## config.mk

```make
export PLATFORM = sky130hd
export DESIGN_NAME = bitops_top
export DESIGN_NICKNAME = d
export VERILOG_FILES = /design/src/source/bitops_pkg.sv /design/src/source/bitop_if.sv /design/src/source/shift_placeholder.sv /design/src/source/bitop_unit.sv /design/src/source/bitop_regs.sv /design/src/source/bitops_top.sv
export SDC_FILE = /design/constraint.sdc
export NUM_CORES = 1
export LEC_CHECK = 0
export ABC_AREA = 1
export BUFFER_PORTS_ARGS = -buffer_cell sky130_fd_sc_hd__buf_2
export CAP_MARGIN = 20
export CORE_UTILIZATION = 45
export DETAILED_ROUTE_END_ITERATION = 10
export GPL_ROUTABILITY_DRIVEN = 0
export PLACE_DENSITY = 0.7
export SETUP_SLACK_MARGIN = 0.15
export SLEW_MARGIN = 5
export SYNTH_ARGS = -nofsm -noshare
export SYNTH_HDL_FRONTEND = slang
export SYNTH_SLANG_ARGS = --single-unit
```

## constraint.sdc

```tcl
create_clock -name clk -period 5.3 [get_ports clk]
set_input_delay 1.06 -clock clk [delete_from_list [all_inputs] [get_ports clk]]
set_output_delay 1.06 -clock clk [all_outputs]
set_load 0.03 [all_outputs]
```

## src/source/bitops_pkg.sv

```systemverilog
package bitops_pkg;

    ////////////////////////////////////////////////////////////////////
    // operand
    ////////////////////////////////////////////////////////////////////

    // default operand width of the top level
    localparam int unsigned OPER_W = 64;
    // encoder index width for the default operand
    // modules derive their own from WIDTH
    localparam int unsigned IDX_W = $clog2(OPER_W);

    // operation code
    typedef enum logic [1:0] {
        OP_NEG    = 2'd0,  // two's complement
        OP_ONEHOT = 2'd1,  // lowest set bit only
        OP_ENCODE = 2'd2,  // {vld, idx} of lowest set bit
        OP_PASS   = 2'd3   // operand unchanged
    } op_e;

    ////////////////////////////////////////////////////////////////////
    // AXI4-Lite register map
    ////////////////////////////////////////////////////////////////////

    localparam int unsigned AXIL_AW = 4;

    // byte offsets
    localparam logic [AXIL_AW-1:0] REG_CTRL     = 4'h0;
    localparam logic [AXIL_AW-1:0] REG_RES_LO   = 4'h4;
    localparam logic [AXIL_AW-1:0] REG_RES_HI   = 4'h8;
    localparam logic [AXIL_AW-1:0] REG_LOAD_CNT = 4'hC;

    // response code
    typedef enum logic [1:0] {
        RESP_OKAY   = 2'b00,
        RESP_EXOKAY = 2'b01,
        RESP_SLVERR = 2'b10,
        RESP_DECERR = 2'b11
    } axil_resp_e;

endpackage: bitops_pkg

```

## src/source/bitop_if.sv

```systemverilog
`timescale 1ns/1ps

interface bitop_if #(
    parameter int unsigned WIDTH = bitops_pkg::OPER_W
);

    import bitops_pkg::*;

    // selected operation, from the register block
    op_e              op;
    // registered result and its strobe, from the unit
    logic [WIDTH-1:0] result;
    logic             result_vld;
    // clears the unit's pld tracking around reset
    logic             clr_cnt;

    // register block side
    modport ctrl (
        output op,
        output clr_cnt,
        input  result,
        input  result_vld
    );

    // operation unit side
    modport unit (
        input  op,
        input  clr_cnt,
        output result,
        output result_vld
    );

endinterface: bitop_if

```

## src/source/shift_placeholder.sv

```systemverilog
`timescale 1ns/1ps

module shift_placeholder #(
    parameter int unsigned WIDTH = bitops_pkg::OPER_W
)(
    // system signals
    input  logic             clk,
    input  logic             rst_n_i,
    // control
    input  logic             pld_i,
    // data inputs
    input  logic             ser_i,
    input  logic [WIDTH-1:0] par_i,
    // data outputs
    output logic [WIDTH-1:0] par_o,
    output logic             ser_o
);

    ////////////////////////////////////////////////////////////////////
    // shift and capture registers
    ////////////////////////////////////////////////////////////////////

    logic [WIDTH-1:0] shr;
    logic [WIDTH-1:0] shr_nxt;

    // next shift value, ser_i enters at bit 0
    assign shr_nxt = {shr[WIDTH-2:0], ser_i};

    always_ff @(posedge clk) begin
        if (!rst_n_i) begin
            shr   <= '0;
            par_o <= '0;
        end else if (pld_i) begin
            // capture includes the bit arriving now
            par_o <= shr_nxt;
            // serializer side takes the new word
            shr   <= par_i;
        end else begin
            shr   <= shr_nxt;
        end
    end

    // msb first on the serial output
    assign ser_o = shr[WIDTH-1];

    ////////////////////////////////////////////////////////////////////
    // checks
    ////////////////////////////////////////////////////////////////////

    // back to back loads would lose a whole word
    a_pld_spacing: assert property (
        @(posedge clk) disable iff (!rst_n_i)
        pld_i |=> !pld_i
    ) else $error("pld_i high in two consecutive cycles");

endmodule: shift_placeholder

```

## src/source/bitop_unit.sv

```systemverilog
`timescale 1ns/1ps

module bitop_unit #(
    parameter int unsigned WIDTH = bitops_pkg::OPER_W
)(
    // system signals
    input  logic             clk,
    input  logic             rst_n_i,
    // control
    input  logic             pld_i,
    // operand from the input shift register
    input  logic [WIDTH-1:0] operand_i,
    // op in, result out
    bitop_if.unit            bus
);

    import bitops_pkg::*;

    // encoder index width for this operand
    localparam int unsigned IDX_W = $clog2(WIDTH);

    ////////////////////////////////////////////////////////////////////
    // operand freshness
    ////////////////////////////////////////////////////////////////////

    // operand_i settles one cycle after the load
    logic pld_q;

    always_ff @(posedge clk) begin
        if (!rst_n_i || bus.clr_cnt) begin
            pld_q <= 1'b0;
        end else begin
            pld_q <= pld_i;
        end
    end

    ////////////////////////////////////////////////////////////////////
    // operations
    ////////////////////////////////////////////////////////////////////

    logic [WIDTH-1:0] neg;
    logic [WIDTH-1:0] onehot;
    logic [IDX_W-1:0] enc_idx;
    logic             enc_vld;
    logic [WIDTH-1:0] enc_res;
    logic [WIDTH-1:0] res_nxt;

    // two's complement
    assign neg    = -operand_i;
    // x & -x keeps the lowest set bit
    assign onehot = operand_i & neg;

    // at most one bit of onehot is set
    // so OR-ing the indexes gives the lowest set bit
    always_comb begin
        enc_idx = '0;
        for (int i = 0; i < WIDTH; i++) begin
            if (onehot[i]) begin
                enc_idx = enc_idx | IDX_W'(i);
            end
        end
    end

    // zero operand has no set bit
    assign enc_vld = |operand_i;

    // flag just above the index, rest zero
    always_comb begin
        enc_res             = '0;
        enc_res[IDX_W-1:0]  = enc_idx;
        enc_res[IDX_W]      = enc_vld;
    end

    // op as sampled at the result edge
    always_comb begin
        case (bus.op)
            OP_NEG:    res_nxt = neg;
            OP_ONEHOT: res_nxt = onehot;
            OP_ENCODE: res_nxt = enc_res;
            default:   res_nxt = operand_i;
        endcase
    end

    ////////////////////////////////////////////////////////////////////
    // result register
    ////////////////////////////////////////////////////////////////////

    always_ff @(posedge clk) begin
        if (!rst_n_i) begin
            bus.result     <= '0;
            bus.result_vld <= 1'b0;
        end else begin
            bus.result_vld <= pld_q;
            if (pld_q) begin
                bus.result <= res_nxt;
            end
        end
    end

    // one strobe per loaded operand
    a_vld_pulse: assert property (
        @(posedge clk) disable iff (!rst_n_i)
        bus.result_vld |=> !bus.result_vld
    ) else $error("result_vld high for two cycles");

endmodule: bitop_unit

```

## src/source/bitop_regs.sv

```systemverilog
`timescale 1ns/1ps

module bitop_regs #(
    parameter int unsigned WIDTH = bitops_pkg::OPER_W
)(
    // system signals
    input  logic                            clk,
    input  logic                            rst_n_i,
    // operation unit
    bitop_if.ctrl                           bus,
    // write address
    input  logic [bitops_pkg::AXIL_AW-1:0]  s_axil_awaddr_i,
    input  logic                            s_axil_awvalid_i,
    output logic                            s_axil_awready_o,
    // write data
    input  logic [31:0]                     s_axil_wdata_i,
    input  logic [3:0]                      s_axil_wstrb_i,
    input  logic                            s_axil_wvalid_i,
    output logic                            s_axil_wready_o,
    // write response
    output logic [1:0]                      s_axil_bresp_o,
    output logic                            s_axil_bvalid_o,
    input  logic                            s_axil_bready_i,
    // read address
    input  logic [bitops_pkg::AXIL_AW-1:0]  s_axil_araddr_i,
    input  logic                            s_axil_arvalid_i,
    output logic                            s_axil_arready_o,
    // read data
    output logic [31:0]                     s_axil_rdata_o,
    output logic [1:0]                      s_axil_rresp_o,
    output logic                            s_axil_rvalid_o,
    input  logic                            s_axil_rready_i
);

    import bitops_pkg::*;

    ////////////////////////////////////////////////////////////////////
    // handshakes
    ////////////////////////////////////////////////////////////////////

    logic wr_en;
    logic rd_en;

    // transfer happens while the ready pulse is up
    assign wr_en = s_axil_awready_o && s_axil_awvalid_i && s_axil_wvalid_i;
    assign rd_en = s_axil_arready_o && s_axil_arvalid_i;

    always_ff @(posedge clk) begin
        if (!rst_n_i) begin
            s_axil_awready_o <= 1'b0;
            s_axil_wready_o  <= 1'b0;
            s_axil_bvalid_o  <= 1'b0;
            s_axil_arready_o <= 1'b0;
            s_axil_rvalid_o  <= 1'b0;
        end else begin
            // address and data accepted together, one cycle only
            s_axil_awready_o <= s_axil_awvalid_i && s_axil_wvalid_i
                                && !s_axil_bvalid_o && !s_axil_awready_o;
            s_axil_wready_o  <= s_axil_awvalid_i && s_axil_wvalid_i
                                && !s_axil_bvalid_o && !s_axil_awready_o;
            // response held until bready
            if (wr_en) begin
                s_axil_bvalid_o <= 1'b1;
            end else if (s_axil_bready_i) begin
                s_axil_bvalid_o <= 1'b0;
            end
            // no new read while data is pending
            s_axil_arready_o <= s_axil_arvalid_i && !s_axil_rvalid_o
                                && !s_axil_arready_o;
            if (rd_en) begin
                s_axil_rvalid_o <= 1'b1;
            end else if (s_axil_rready_i) begin
                s_axil_rvalid_o <= 1'b0;
            end
        end
    end

    // every access is OKAY, unmapped ones too
    assign s_axil_bresp_o = RESP_OKAY;
    assign s_axil_rresp_o = RESP_OKAY;

    ////////////////////////////////////////////////////////////////////
    // registers
    ////////////////////////////////////////////////////////////////////

    op_e              op_q;
    logic [WIDTH-1:0] res_q;
    logic [63:0]      res_ext;
    logic [31:0]      load_cnt;
    logic [31:0]      rd_word;

    always_ff @(posedge clk) begin
        if (!rst_n_i) begin
            op_q        <= OP_PASS;
            res_q       <= '0;
            load_cnt    <= '0;
            bus.clr_cnt <= 1'b1;
        end else begin
            bus.clr_cnt <= 1'b0;
            // only CTRL is writable, low byte lane
            if (wr_en && s_axil_awaddr_i == REG_CTRL && s_axil_wstrb_i[0]) begin
                op_q <= op_e'(s_axil_wdata_i[1:0]);
            end
            if (bus.result_vld) begin
                res_q    <= bus.result;
                load_cnt <= load_cnt + 32'd1;
            end
        end
    end

    assign bus.op  = op_q;
    assign res_ext = 64'(res_q);

    // read mux, unmapped reads as zero
    always_comb begin
        case (s_axil_araddr_i)
            REG_CTRL:     rd_word = {30'd0, op_q};
            REG_RES_LO:   rd_word = res_ext[31:0];
            REG_RES_HI:   rd_word = res_ext[63:32];
            REG_LOAD_CNT: rd_word = load_cnt;
            default:      rd_word = '0;
        endcase
    end

    // read data payload, loaded at the accept edge
    always_ff @(posedge clk) begin
        if (rd_en) begin
            s_axil_rdata_o <= rd_word;
        end
    end

    // responses may not drop before the master takes them
    a_bvalid_hold: assert property (
        @(posedge clk) disable iff (!rst_n_i)
        s_axil_bvalid_o && !s_axil_bready_i |=> s_axil_bvalid_o
    ) else $error("bvalid dropped without bready");

    a_rvalid_hold: assert property (
        @(posedge clk) disable iff (!rst_n_i)
        s_axil_rvalid_o && !s_axil_rready_i |=> s_axil_rvalid_o
    ) else $error("rvalid dropped without rready");

endmodule: bitop_regs

```

## src/source/bitops_top.sv

```systemverilog
`timescale 1ns/1ps

module bitops_top #(
    parameter int unsigned WIDTH = bitops_pkg::OPER_W
)(
    // system signals
    input  logic                            clk,
    input  logic                            rst_n_i,
    // serial operand in, result out
    input  logic                            ser_i,
    input  logic                            pld_i,
    output logic                            ser_o,
    // AXI4-Lite slave
    input  logic [bitops_pkg::AXIL_AW-1:0]  s_axil_awaddr_i,
    input  logic                            s_axil_awvalid_i,
    output logic                            s_axil_awready_o,
    input  logic [31:0]                     s_axil_wdata_i,
    input  logic [3:0]                      s_axil_wstrb_i,
    input  logic                            s_axil_wvalid_i,
    output logic                            s_axil_wready_o,
    output logic [1:0]                      s_axil_bresp_o,
    output logic                            s_axil_bvalid_o,
    input  logic                            s_axil_bready_i,
    input  logic [bitops_pkg::AXIL_AW-1:0]  s_axil_araddr_i,
    input  logic                            s_axil_arvalid_i,
    output logic                            s_axil_arready_o,
    output logic [31:0]                     s_axil_rdata_o,
    output logic [1:0]                      s_axil_rresp_o,
    output logic                            s_axil_rvalid_o,
    input  logic                            s_axil_rready_i
);

    ////////////////////////////////////////////////////////////////////
    // serial datapath
    ////////////////////////////////////////////////////////////////////

    bitop_if #(.WIDTH(WIDTH)) bus ();

    // deserialized operand
    logic [WIDTH-1:0] operand;

    // input side, serial out unused
    shift_placeholder #(.WIDTH(WIDTH)) u_shift_in (
        .clk     (clk),
        .rst_n_i (rst_n_i),
        .pld_i   (pld_i),
        .ser_i   (ser_i),
        .par_i   ('0),
        .par_o   (operand),
        .ser_o   ()
    );

    bitop_unit #(.WIDTH(WIDTH)) u_unit (
        .clk       (clk),
        .rst_n_i   (rst_n_i),
        .pld_i     (pld_i),
        .operand_i (operand),
        .bus       (bus.unit)
    );

    // output side, result loaded on the next pld
    shift_placeholder #(.WIDTH(WIDTH)) u_shift_out (
        .clk     (clk),
        .rst_n_i (rst_n_i),
        .pld_i   (pld_i),
        .ser_i   (1'b0),
        .par_i   (bus.result),
        .par_o   (),
        .ser_o   (ser_o)
    );

    ////////////////////////////////////////////////////////////////////
    // register block
    ////////////////////////////////////////////////////////////////////

    bitop_regs #(.WIDTH(WIDTH)) u_regs (
        .clk              (clk),
        .rst_n_i          (rst_n_i),
        .bus              (bus.ctrl),
        .s_axil_awaddr_i  (s_axil_awaddr_i),
        .s_axil_awvalid_i (s_axil_awvalid_i),
        .s_axil_awready_o (s_axil_awready_o),
        .s_axil_wdata_i   (s_axil_wdata_i),
        .s_axil_wstrb_i   (s_axil_wstrb_i),
        .s_axil_wvalid_i  (s_axil_wvalid_i),
        .s_axil_wready_o  (s_axil_wready_o),
        .s_axil_bresp_o   (s_axil_bresp_o),
        .s_axil_bvalid_o  (s_axil_bvalid_o),
        .s_axil_bready_i  (s_axil_bready_i),
        .s_axil_araddr_i  (s_axil_araddr_i),
        .s_axil_arvalid_i (s_axil_arvalid_i),
        .s_axil_arready_o (s_axil_arready_o),
        .s_axil_rdata_o   (s_axil_rdata_o),
        .s_axil_rresp_o   (s_axil_rresp_o),
        .s_axil_rvalid_o  (s_axil_rvalid_o),
        .s_axil_rready_i  (s_axil_rready_i)
    );

endmodule: bitops_top

```

==> results of run 1 <==
==> synth_stat cells, drive strengths merged, types with 32 or more instances <==
master	instances	area share
o21ai	87	0.026
nand2	240	0.056
nand3	80	0.025
nor2	201	0.050
inv	387	0.088
edfxtp	32	0.058
dfxtp	360	0.43
o22ai	234	0.088
nor3	52	0.019
a21oi	145	0.044
clkbuf	81	0.018
ha	65	0.049
==> logic make-up after synthesis <==
logic type | count (synthesis)
simple gates | 634
flops | 392
compound gates | 484
other cells | 1
xor+xnor | 5
fa+ha+maj | 65
buf+inv | 494
==> per-layer routing <==
metal / wire (um) / up-vias / track usage
li1: - / 6904 / -
met5: 0 / - / 0
met1: 19760 / 6621 / 0.3234
met2: 19220 / 567 / 0.3596
met3: 3368 / 125 / 0.03740
met4: 1465 / 0 / 0.08319
==> report_power, final <==
group	switching [mW]	internal [mW]
Clock	1.16	1.63
Sequential	0.0145	3.01
Combinational	0.170	0.0637
Total	1.34	4.70
==> cell type report <==
type / instances / area (um^2)
clock buffer: 56 / 1121
clock inverter: 12 / 170.2
fill: 3320 / 17410
inverter: 388 / 1456
multi-input combinational: 1192 / 6576
sequential: 392 / 8172
tap: 461 / 576.8
timing repair buffer: 71 / 435.4
==> flip-flops by register name, indices dropped and copies added (netlist names) <==
| name | flops |
|---|---|
| u_unit.bus.result | 64 |
| u_regs.s_axil_rvalid_o | 1 |
| u_shift_in.par_o | 64 |
| u_regs.s_axil_bvalid_o | 1 |
| u_shift_in.shr | 63 |
| u_regs.bus.clr_cnt | 1 |
| u_regs.bus.op | 2 |
| u_regs.s_axil_awready_o | 1 |
| u_regs.res_ext | 64 |
| u_unit.pld_q | 1 |
| u_shift_out.shr | 64 |
| u_regs.s_axil_arready_o | 1 |
| u_regs.s_axil_rdata_o | 32 |
| u_unit.bus.result_vld | 1 |
| u_regs.load_cnt | 32 |
==> metrics by stage <==
step	utilization	setup WS (ps)
6_report	0.5153	2187
3_5_place_dp	0.4788	2259
3_3_place_gp	0.4781	2263
2_1_floorplan	-	3102
4_1_cts	0.5148	2335
5_1_grt	0.5153	2172
==> worst max path at each step <==
stage,endpoint,slack [ps],depth (start not counted)
2_1_floorplan,u_unit.bus.result[4],3100,19
3_3_place_gp,u_shift_in.par_o[16],2260,5
3_5_place_dp,u_shift_in.par_o[11],2260,5
4_1_cts,u_unit.bus.result[5],2330,19
5_1_grt,u_unit.bus.result[5],2170,19
6_report,u_unit.bus.result[5],2190,19
==> results.cfg, run 1 <==
[finish]
mostFrequentLayoutCells = inv_1, dfxtp_1, o22ai_1
antenna_cells = 0
final_area_um2 = 18510
final_common_cell = inv_1
drive_gt1_frac = 0.09569
final_cells = 2572
syn_to_final_growth_pct = 11.50
nNetsFinal = 2202

[clocking]
cts_buffers = 39
clk_latency_ps = 550
ctsHoldBuffers = 0
cts-root-buf = clkbuf_16
clk_pin_slew_ps = 60
cts_resized = 0
cts_tree = done
clock_sinks = 392
cts_max_path_buffers = 3
htree_levels = 2
postCtsSetupBuffers = 0

[synthesis]
synth_seq_area_share = 0.4921
ys_warn_count = 0
synth_flop_cell = dfxtp_1
synthesis.area_um2 = 16600
synth_xor_area_frac = 0.002638
synth_cell_types = 43
synth_edf_count = 32
ys_ff_latch = 392
synth_fa_ha_area_frac = 0.04900
syn_inst = 2075
synth.avg_cell_area_um2 = 7.999
synth-simple-area-share = 0.1752
synth_mux_area_frac = 0
synth_top_family_by_area = simple AND/OR/NAND/NOR gates
async_flop_share = 0
synth_compound_area_frac = 0.1668

[routing]
drtIter0Drc = 1360
postRouteAntennaNets = 0
drt-total-wl_mm = 43.81
drc = 0
vias_per_cell = 5.528
dr.pass1.iters = 6
vias = 14220
avgRoutedWirePerCell_um = 17.03

[sta]
clock.fmax_mhz = 321.3
rsz0062_at_grt = false
min_period_ps = 3113
finClkSkew_ps = 24.69
worst_slew_pin_slew_ps = 1057
slew_headroom = 0.2939
timing.final.crit_share = 0.5873
holdWs_ps = 393.5
maxSlewViolCount = 0
hold_violations = 0
finalSetupViolCount = 0
fin_tns_setup_ps = 0

[pwr]
leakage_nw = 7.314
power.density_nw_per_um2 = 326.2
total_power_mw = 6.038
ir_drop_uv = 214.5

[setup_path]
cp-startpoint = u_shift_in.par_o[0]
timing.rr.start = u_shift_in.par_o[0]
critPathCaptureType = flip-flop
cpPeakStageDelay_ps = 370
path_cells = inv_2, ha_1, nand3_1, inv_2, nand3_2, nor2_4, nand4_2, inv_2, nand2_1, nor3_1, ha_1, nor2_1, nand2_1, nor4_1, nand4_1, nand2_1, nand2_1, nand2_1, o21ai_1
ff2ff_path_depth = 19
crit_slowest_cell = nor4_1
critPathBufInv = 3
reg2reg_to = u_unit.bus.result[5]
critPathTopFamily = simple AND/OR/NAND/NOR gates
crit_fanout = 5
crit_arrival_ps = 3510
worst-setup-path-type = reg -> reg
crit_top_cell = nand2_1
reg2reg_slack_ps = 2190
worstPathRequired_ps = 5690
cp-start-kind = flip-flop

[place]
postPlaceCellArea_um2 = 17200
dp.cells = 2503
io_buffers = 57
dp_hpwl_mm = 31.12

[job]
drv_cap = 0

[run_status]
status = complete, no violations

[floorplan]
start_util = 0.4622
coreArea_um2 = 35910
rows = 69
io_pins = 95
fp.dieW_um = 194.1
die_y_um = 194.1
die-area_um2 = 37660

[global_routing]
grt_pass1_wl_mm = 70.71
grt_start_max_net_pins = 86
antenna_found_initial = 1
grtUsageTotal = 0.2313
grt_pass1_vias = 13480
overflow = 0

[hold_path]
worstHoldStart = u_regs.bus.clr_cnt
hold_end = u_unit.pld_q
min_path_type = reg -> reg
hold_path_depth = 1
Power figures use the tool's default switching activity.
==> run 2, diff against run 1 <==
- clock period: 5.3 -> 2.9 ns (I/O delays scaled with it)
==> run 2 against run 1 <==
Combinational power is 99% higher. Critical endpoint is now u_unit.bus.result[1]. Sequential power up 83%. Final area grew 1.6%.
==> results.cfg, run 2 (synthesis gave the netlist of run 1 again) <==
[run_status]
status = complete, no violations

[setup_path]
worst-setup-path-type = reg -> reg
reg2reg_slack_ps = 200
critPathCaptureType = flip-flop
crit_arrival_ps = 3130
worstPathRequired_ps = 3340
cp-start-kind = flip-flop
crit_fanout = 6

[pwr]
leakage_nw = 7.441
ir_drop_uv = 381.9
power.density_nw_per_um2 = 584.3

[global_routing]
grt_start_max_net_pins = 86
overflow = 0
grtUsageTotal = 0.2286
grt_pass1_vias = 13420
antenna_found_initial = 0
grt_pass1_wl_mm = 69.53

[sta]
hold_violations = 0
finalSetupViolCount = 0
finClkSkew_ps = 15.17
worst_slew_pin_slew_ps = 773.3
min_period_ps = 2697
slew_headroom = 0.4837
fin_tns_setup_ps = 0
timing.final.crit_share = 0.9301
maxSlewViolCount = 0
clock.fmax_mhz = 370.7
rsz0062_at_grt = true

[floorplan]
die-area_um2 = 37660
start_util = 0.4622
die_y_um = 194.1
fp.dieW_um = 194.1
io_pins = 95
coreArea_um2 = 35910
rows = 69

[clocking]
cts_tree = done
cts_max_path_buffers = 3
clk_latency_ps = 550
cts_buffers = 39
htree_levels = 2
cts-root-buf = clkbuf_16
clock_sinks = 392
clk_pin_slew_ps = 60

[job]
drv_cap = 0

[routing]
vias_per_cell = 5.581
drt-total-wl_mm = 44.36
vias = 14480
avgRoutedWirePerCell_um = 17.10
drtIter0Drc = 1376
postRouteAntennaNets = 0
drc = 0
dr.pass1.iters = 6

[finish]
final_common_cell = inv_1
mostFrequentLayoutCells = inv_1, dfxtp_1, o22ai_1
multiInputGateArea_um2 = 6724
nNetsFinal = 2222
syn_to_final_growth_pct = 13.28
antenna_cells = 0
drive_gt1_frac = 0.1195
fillCellCount = 3367
ff_latch_area_um2 = 8173
final_core_util = 0.5236

[hold_path]
min_path_type = in -> reg

[place]
io_buffers = 57
dp_hpwl_mm = 31.69
[run 2: changes by cell type in the layout (fill, tap and decap cells not counted), moves of 5 or more]
cell,before,now
ha_1,65,56
ha_2,0,8
nor2_1,188,183
buf_4,11,31
[run 2: repair_timing]
item | in CTS | in global routing
endpoints found under the setup margin | 4 | 8
resized for setup | 5 | 32
setup buffers | 0 | 9
pin swaps | 0 | 10
hold buffers | 0 | 0
[run 2: worst paths after layout]
path                                           start                       to  depth (start not counted)
worst min register to register    u_regs.bus.clr_cnt             u_unit.pld_q                          1
worst max-delay path            u_shift_in.par_o[26]     u_unit.bus.result[1]                         15
worst max register to register  u_shift_in.par_o[26]     u_unit.bus.result[1]                         15
worst min-delay path                s_axil_awvalid_i  u_regs.s_axil_awready_o                          3
[run 2: power breakdown]
group	leakage, nW	switching (mW)	internal [mW]
Combinational	3.58	0.323	0.140
Sequential	3.22	0.0221	5.50
Clock	0.635	2.13	2.88
[run 2: per-layer routing]
metal | vias to the layer above | track usage | routed length [um]
met5 | - | 0 | 0
met4 | 0 | 0.09906 | 1758
met3 | 138 | 0.03427 | 3428
met2 | 610 | 0.3545 | 19470
met1 | 6764 | 0.3157 | 19700
li1 | 6965 | - | -
[run 2: final cells by class]
cell class / count / share of cell area
Clock buffer: 56 / 0.06122
Clock inverter: 14 / 0.007652
Inverter: 388 / 0.07746
Multi-Input combinational cell: 1192 / 0.3576
Sequential cell: 392 / 0.4347
Tap cell: 461 / 0.03068
Timing Repair Buffer: 91 / 0.03074
[run 2: worst max-delay path, cell delays in order (launching register included)]
cell and delay, ps:
dfxtp_1 410, nor2_1 90, nand3_1 100, nand3b_1 210
or2_1 230, nor2_4 70, nand2_4 110, nor2_1 50
ha_1 230, or2_2 330, nor4_2 290, nand4_1 140
nand2_1 90, nand2_1 50, nand2_1 110, nand2_1 60
[run 2: per-stage QoR]
step	total power, mW	hold slack (ps)	setup slack, ps	std cells	area (um^2)
global placement	6.057	372.5	80.15	2515	17290
CTS	11.04	261.9	155.1	2585	18610
floorplan	5.951	368.2	702.2	2078	16610
finish	10.99	273.4	202.7	2594	18800
global route	11.35	275.8	106.9	2594	18800
detailed placement	6.071	386.7	73.58	2515	17290
==> run 3, diff against run 2 <==
- CTS_BUF_LIST: not set -> sky130_fd_sc_hd__clkbuf_16
- GPL_ROUTABILITY_DRIVEN: 0 -> not set
- clock period: 2.9 -> 3 ns (I/O delays scaled with it)
==> run 3 against run 2 <==
First-iteration DRC count is 13% lower. Clock power rose by 1%. Largest power group unchanged. Global-route usage grew 1.3 points. Power decreased by 1.3%. Clock-buffer cell count down 15. Largest cell class unchanged. Sequential share of layout area down 0.13 points. Final cell count up 0.15%.
==> results.cfg, run 3 (synthesis gave the netlist of run 1 again) <==
[run_status]
status = complete, no violations

[sta]
clock.fmax_mhz = 374.0
hold_violations = 0
finalSetupViolCount = 0
timing.final.crit_share = 0.8913
slew_headroom = 0.4538
worst_slew_pin_slew_ps = 818.1
maxSlewViolCount = 0
finClkSkew_ps = 21.53
rsz0062_at_grt = true
min_period_ps = 2674
setup_slack_ps = 326.0
fin_tns_setup_ps = 0

[clocking]
clk_latency_ps = 550
clock_sinks = 392
clk_pin_slew_ps = 60
cts_buffers = 40
cts_tree = done
htree_levels = 2
cts_max_path_buffers = 3
ctsHoldBuffers = 0
cts-root-buf = clkbuf_16

[floorplan]
die-area_um2 = 37660
die_y_um = 194.1
coreArea_um2 = 35910
fp.dieW_um = 194.1
rows = 69
start_util = 0.4622
io_pins = 95

[finish]
nNetsFinal = 2223
mostFrequentLayoutCells = inv_1, dfxtp_1, o22ai_1
antenna_cells = 0
syn_to_final_growth_pct = 13.60
final_common_cell = inv_1
final_cells = 2598
drive_gt1_frac = 0.1137

[routing]
drc = 0
vias_per_cell = 5.447
vias = 14150
drt-total-wl_mm = 45.56
drtIter0Drc = 1204
dr.pass1.iters = 6
postRouteAntennaNets = 0
avgRoutedWirePerCell_um = 17.54

[setup_path]
crit_arrival_ps = 3170
cp-start-kind = flip-flop
ff2ff_path_depth = 20
critPathCaptureType = flip-flop
crit_fanout = 5
worstPathRequired_ps = 3500
worst-setup-path-type = reg -> reg

[global_routing]
grt_util_met1 = 0.3401
met2_usage = 0.3838
grtUsageMet3 = 0.03183
grt_start_max_net_pins = 143
overflow = 0
grt_pass1_vias = 13370
antenna_found_initial = 0
grt_pass1_wl_mm = 72.77
grtUsageTotal = 0.2411
top_usage_layer = met2

[place]
gp_congestion = 0.9675
dp.cells = 2516
io_buffers = 57
dp_hpwl_mm = 32.86
dp_slack_ps = 116.0

[hold_path]
min_path_type = in -> reg
hold_path_depth = 3

[pwr]
ir_drop_uv = 395.9
leakage_nw = 7.504
power.density_nw_per_um2 = 575.3

[job]
drv_cap = 0
[run 3: cell count changes in the layout (fill, tap and decap cells not counted), sizes merged]
cell	change
clkbuf	-15
inv	+11
bufinv	+4
clkinv	+2
clkinvlp	+2
[run 3: path summary, 6_finish.rpt]
path	end	startpoint	slack [ps]
setup / recovery	u_unit.bus.result[4]	u_shift_in.par_o[0]	330
setup reg to reg	u_unit.bus.result[4]	u_shift_in.par_o[0]	330
hold / removal	u_regs.s_axil_awready_o	s_axil_awvalid_i	280
hold reg to reg	u_unit.pld_q	u_regs.bus.clr_cnt	390
[run 3: final cells by class]
class,instances,area (um^2)
multi-input combinational,1192,6705
tap,461,576.8
timing repair buffer,91,590.6
fill,3426,17060
inverter,388,1456
clock buffer,41,1026
sequential,392,8172
clock inverter,33,329.1
[run 3: worst max-delay path, stage by stage (launching register included)]
cell	delay, ps
dfxtp_1	300
inv_2	110
ha_4	180
nand3_4	90
inv_2	100
nand3_4	110
nor2_4	200
nand4_4	160
inv_2	110
nand2_2	80
nor3_2	190
ha_2	270
nor2_1	80
nand2_1	70
nor4_1	40
buf_4	150
nand4_1	80
nand2_1	60
nand2_1	80
nand2_1	90
nand2_1	70
[run 3: metrics by stage]
step                area, um^2    util  total power, mW  hold WS (ps)
finish                   18860  0.5250            10.85         281.1
global route             18860  0.5250            11.19         275.9
CTS                      18660  0.5196            10.92         264.1
detailed placement       17300  0.4817            5.868         386.2
global placement         17300  0.4817            5.858         384.1
floorplan                16610       -            5.753         368.2
[run 3: routing by layer]
metal  vias to the layer above  share of wire  wire length [um]
met2                       440           0.45             20490
met1                      6664           0.47             21330
met4                         0          0.023              1044
met3                        76          0.059              2698
met5                         -              0                 0
li1                       6971              -                 -
[run 3: report_power, final]
| part | internal [mW] | switching [mW] | leakage, nW |
|---|---|---|---|
| clock network | 2.95 | 2.12 | 0.692 |
| logic | 0.135 | 0.307 | 3.59 |
| registers | 5.31 | 0.0271 | 3.22 |
| total | 8.39 | 2.45 | 7.50 |
[run 3: repair_timing]
action | CTS | global route
buffers inserted | 0 | 7
pin swaps | 1 | 7
endpoints found under the setup margin | 2 | 8
hold endpoints to repair | 0 | 0
resized for setup | 2 | 27
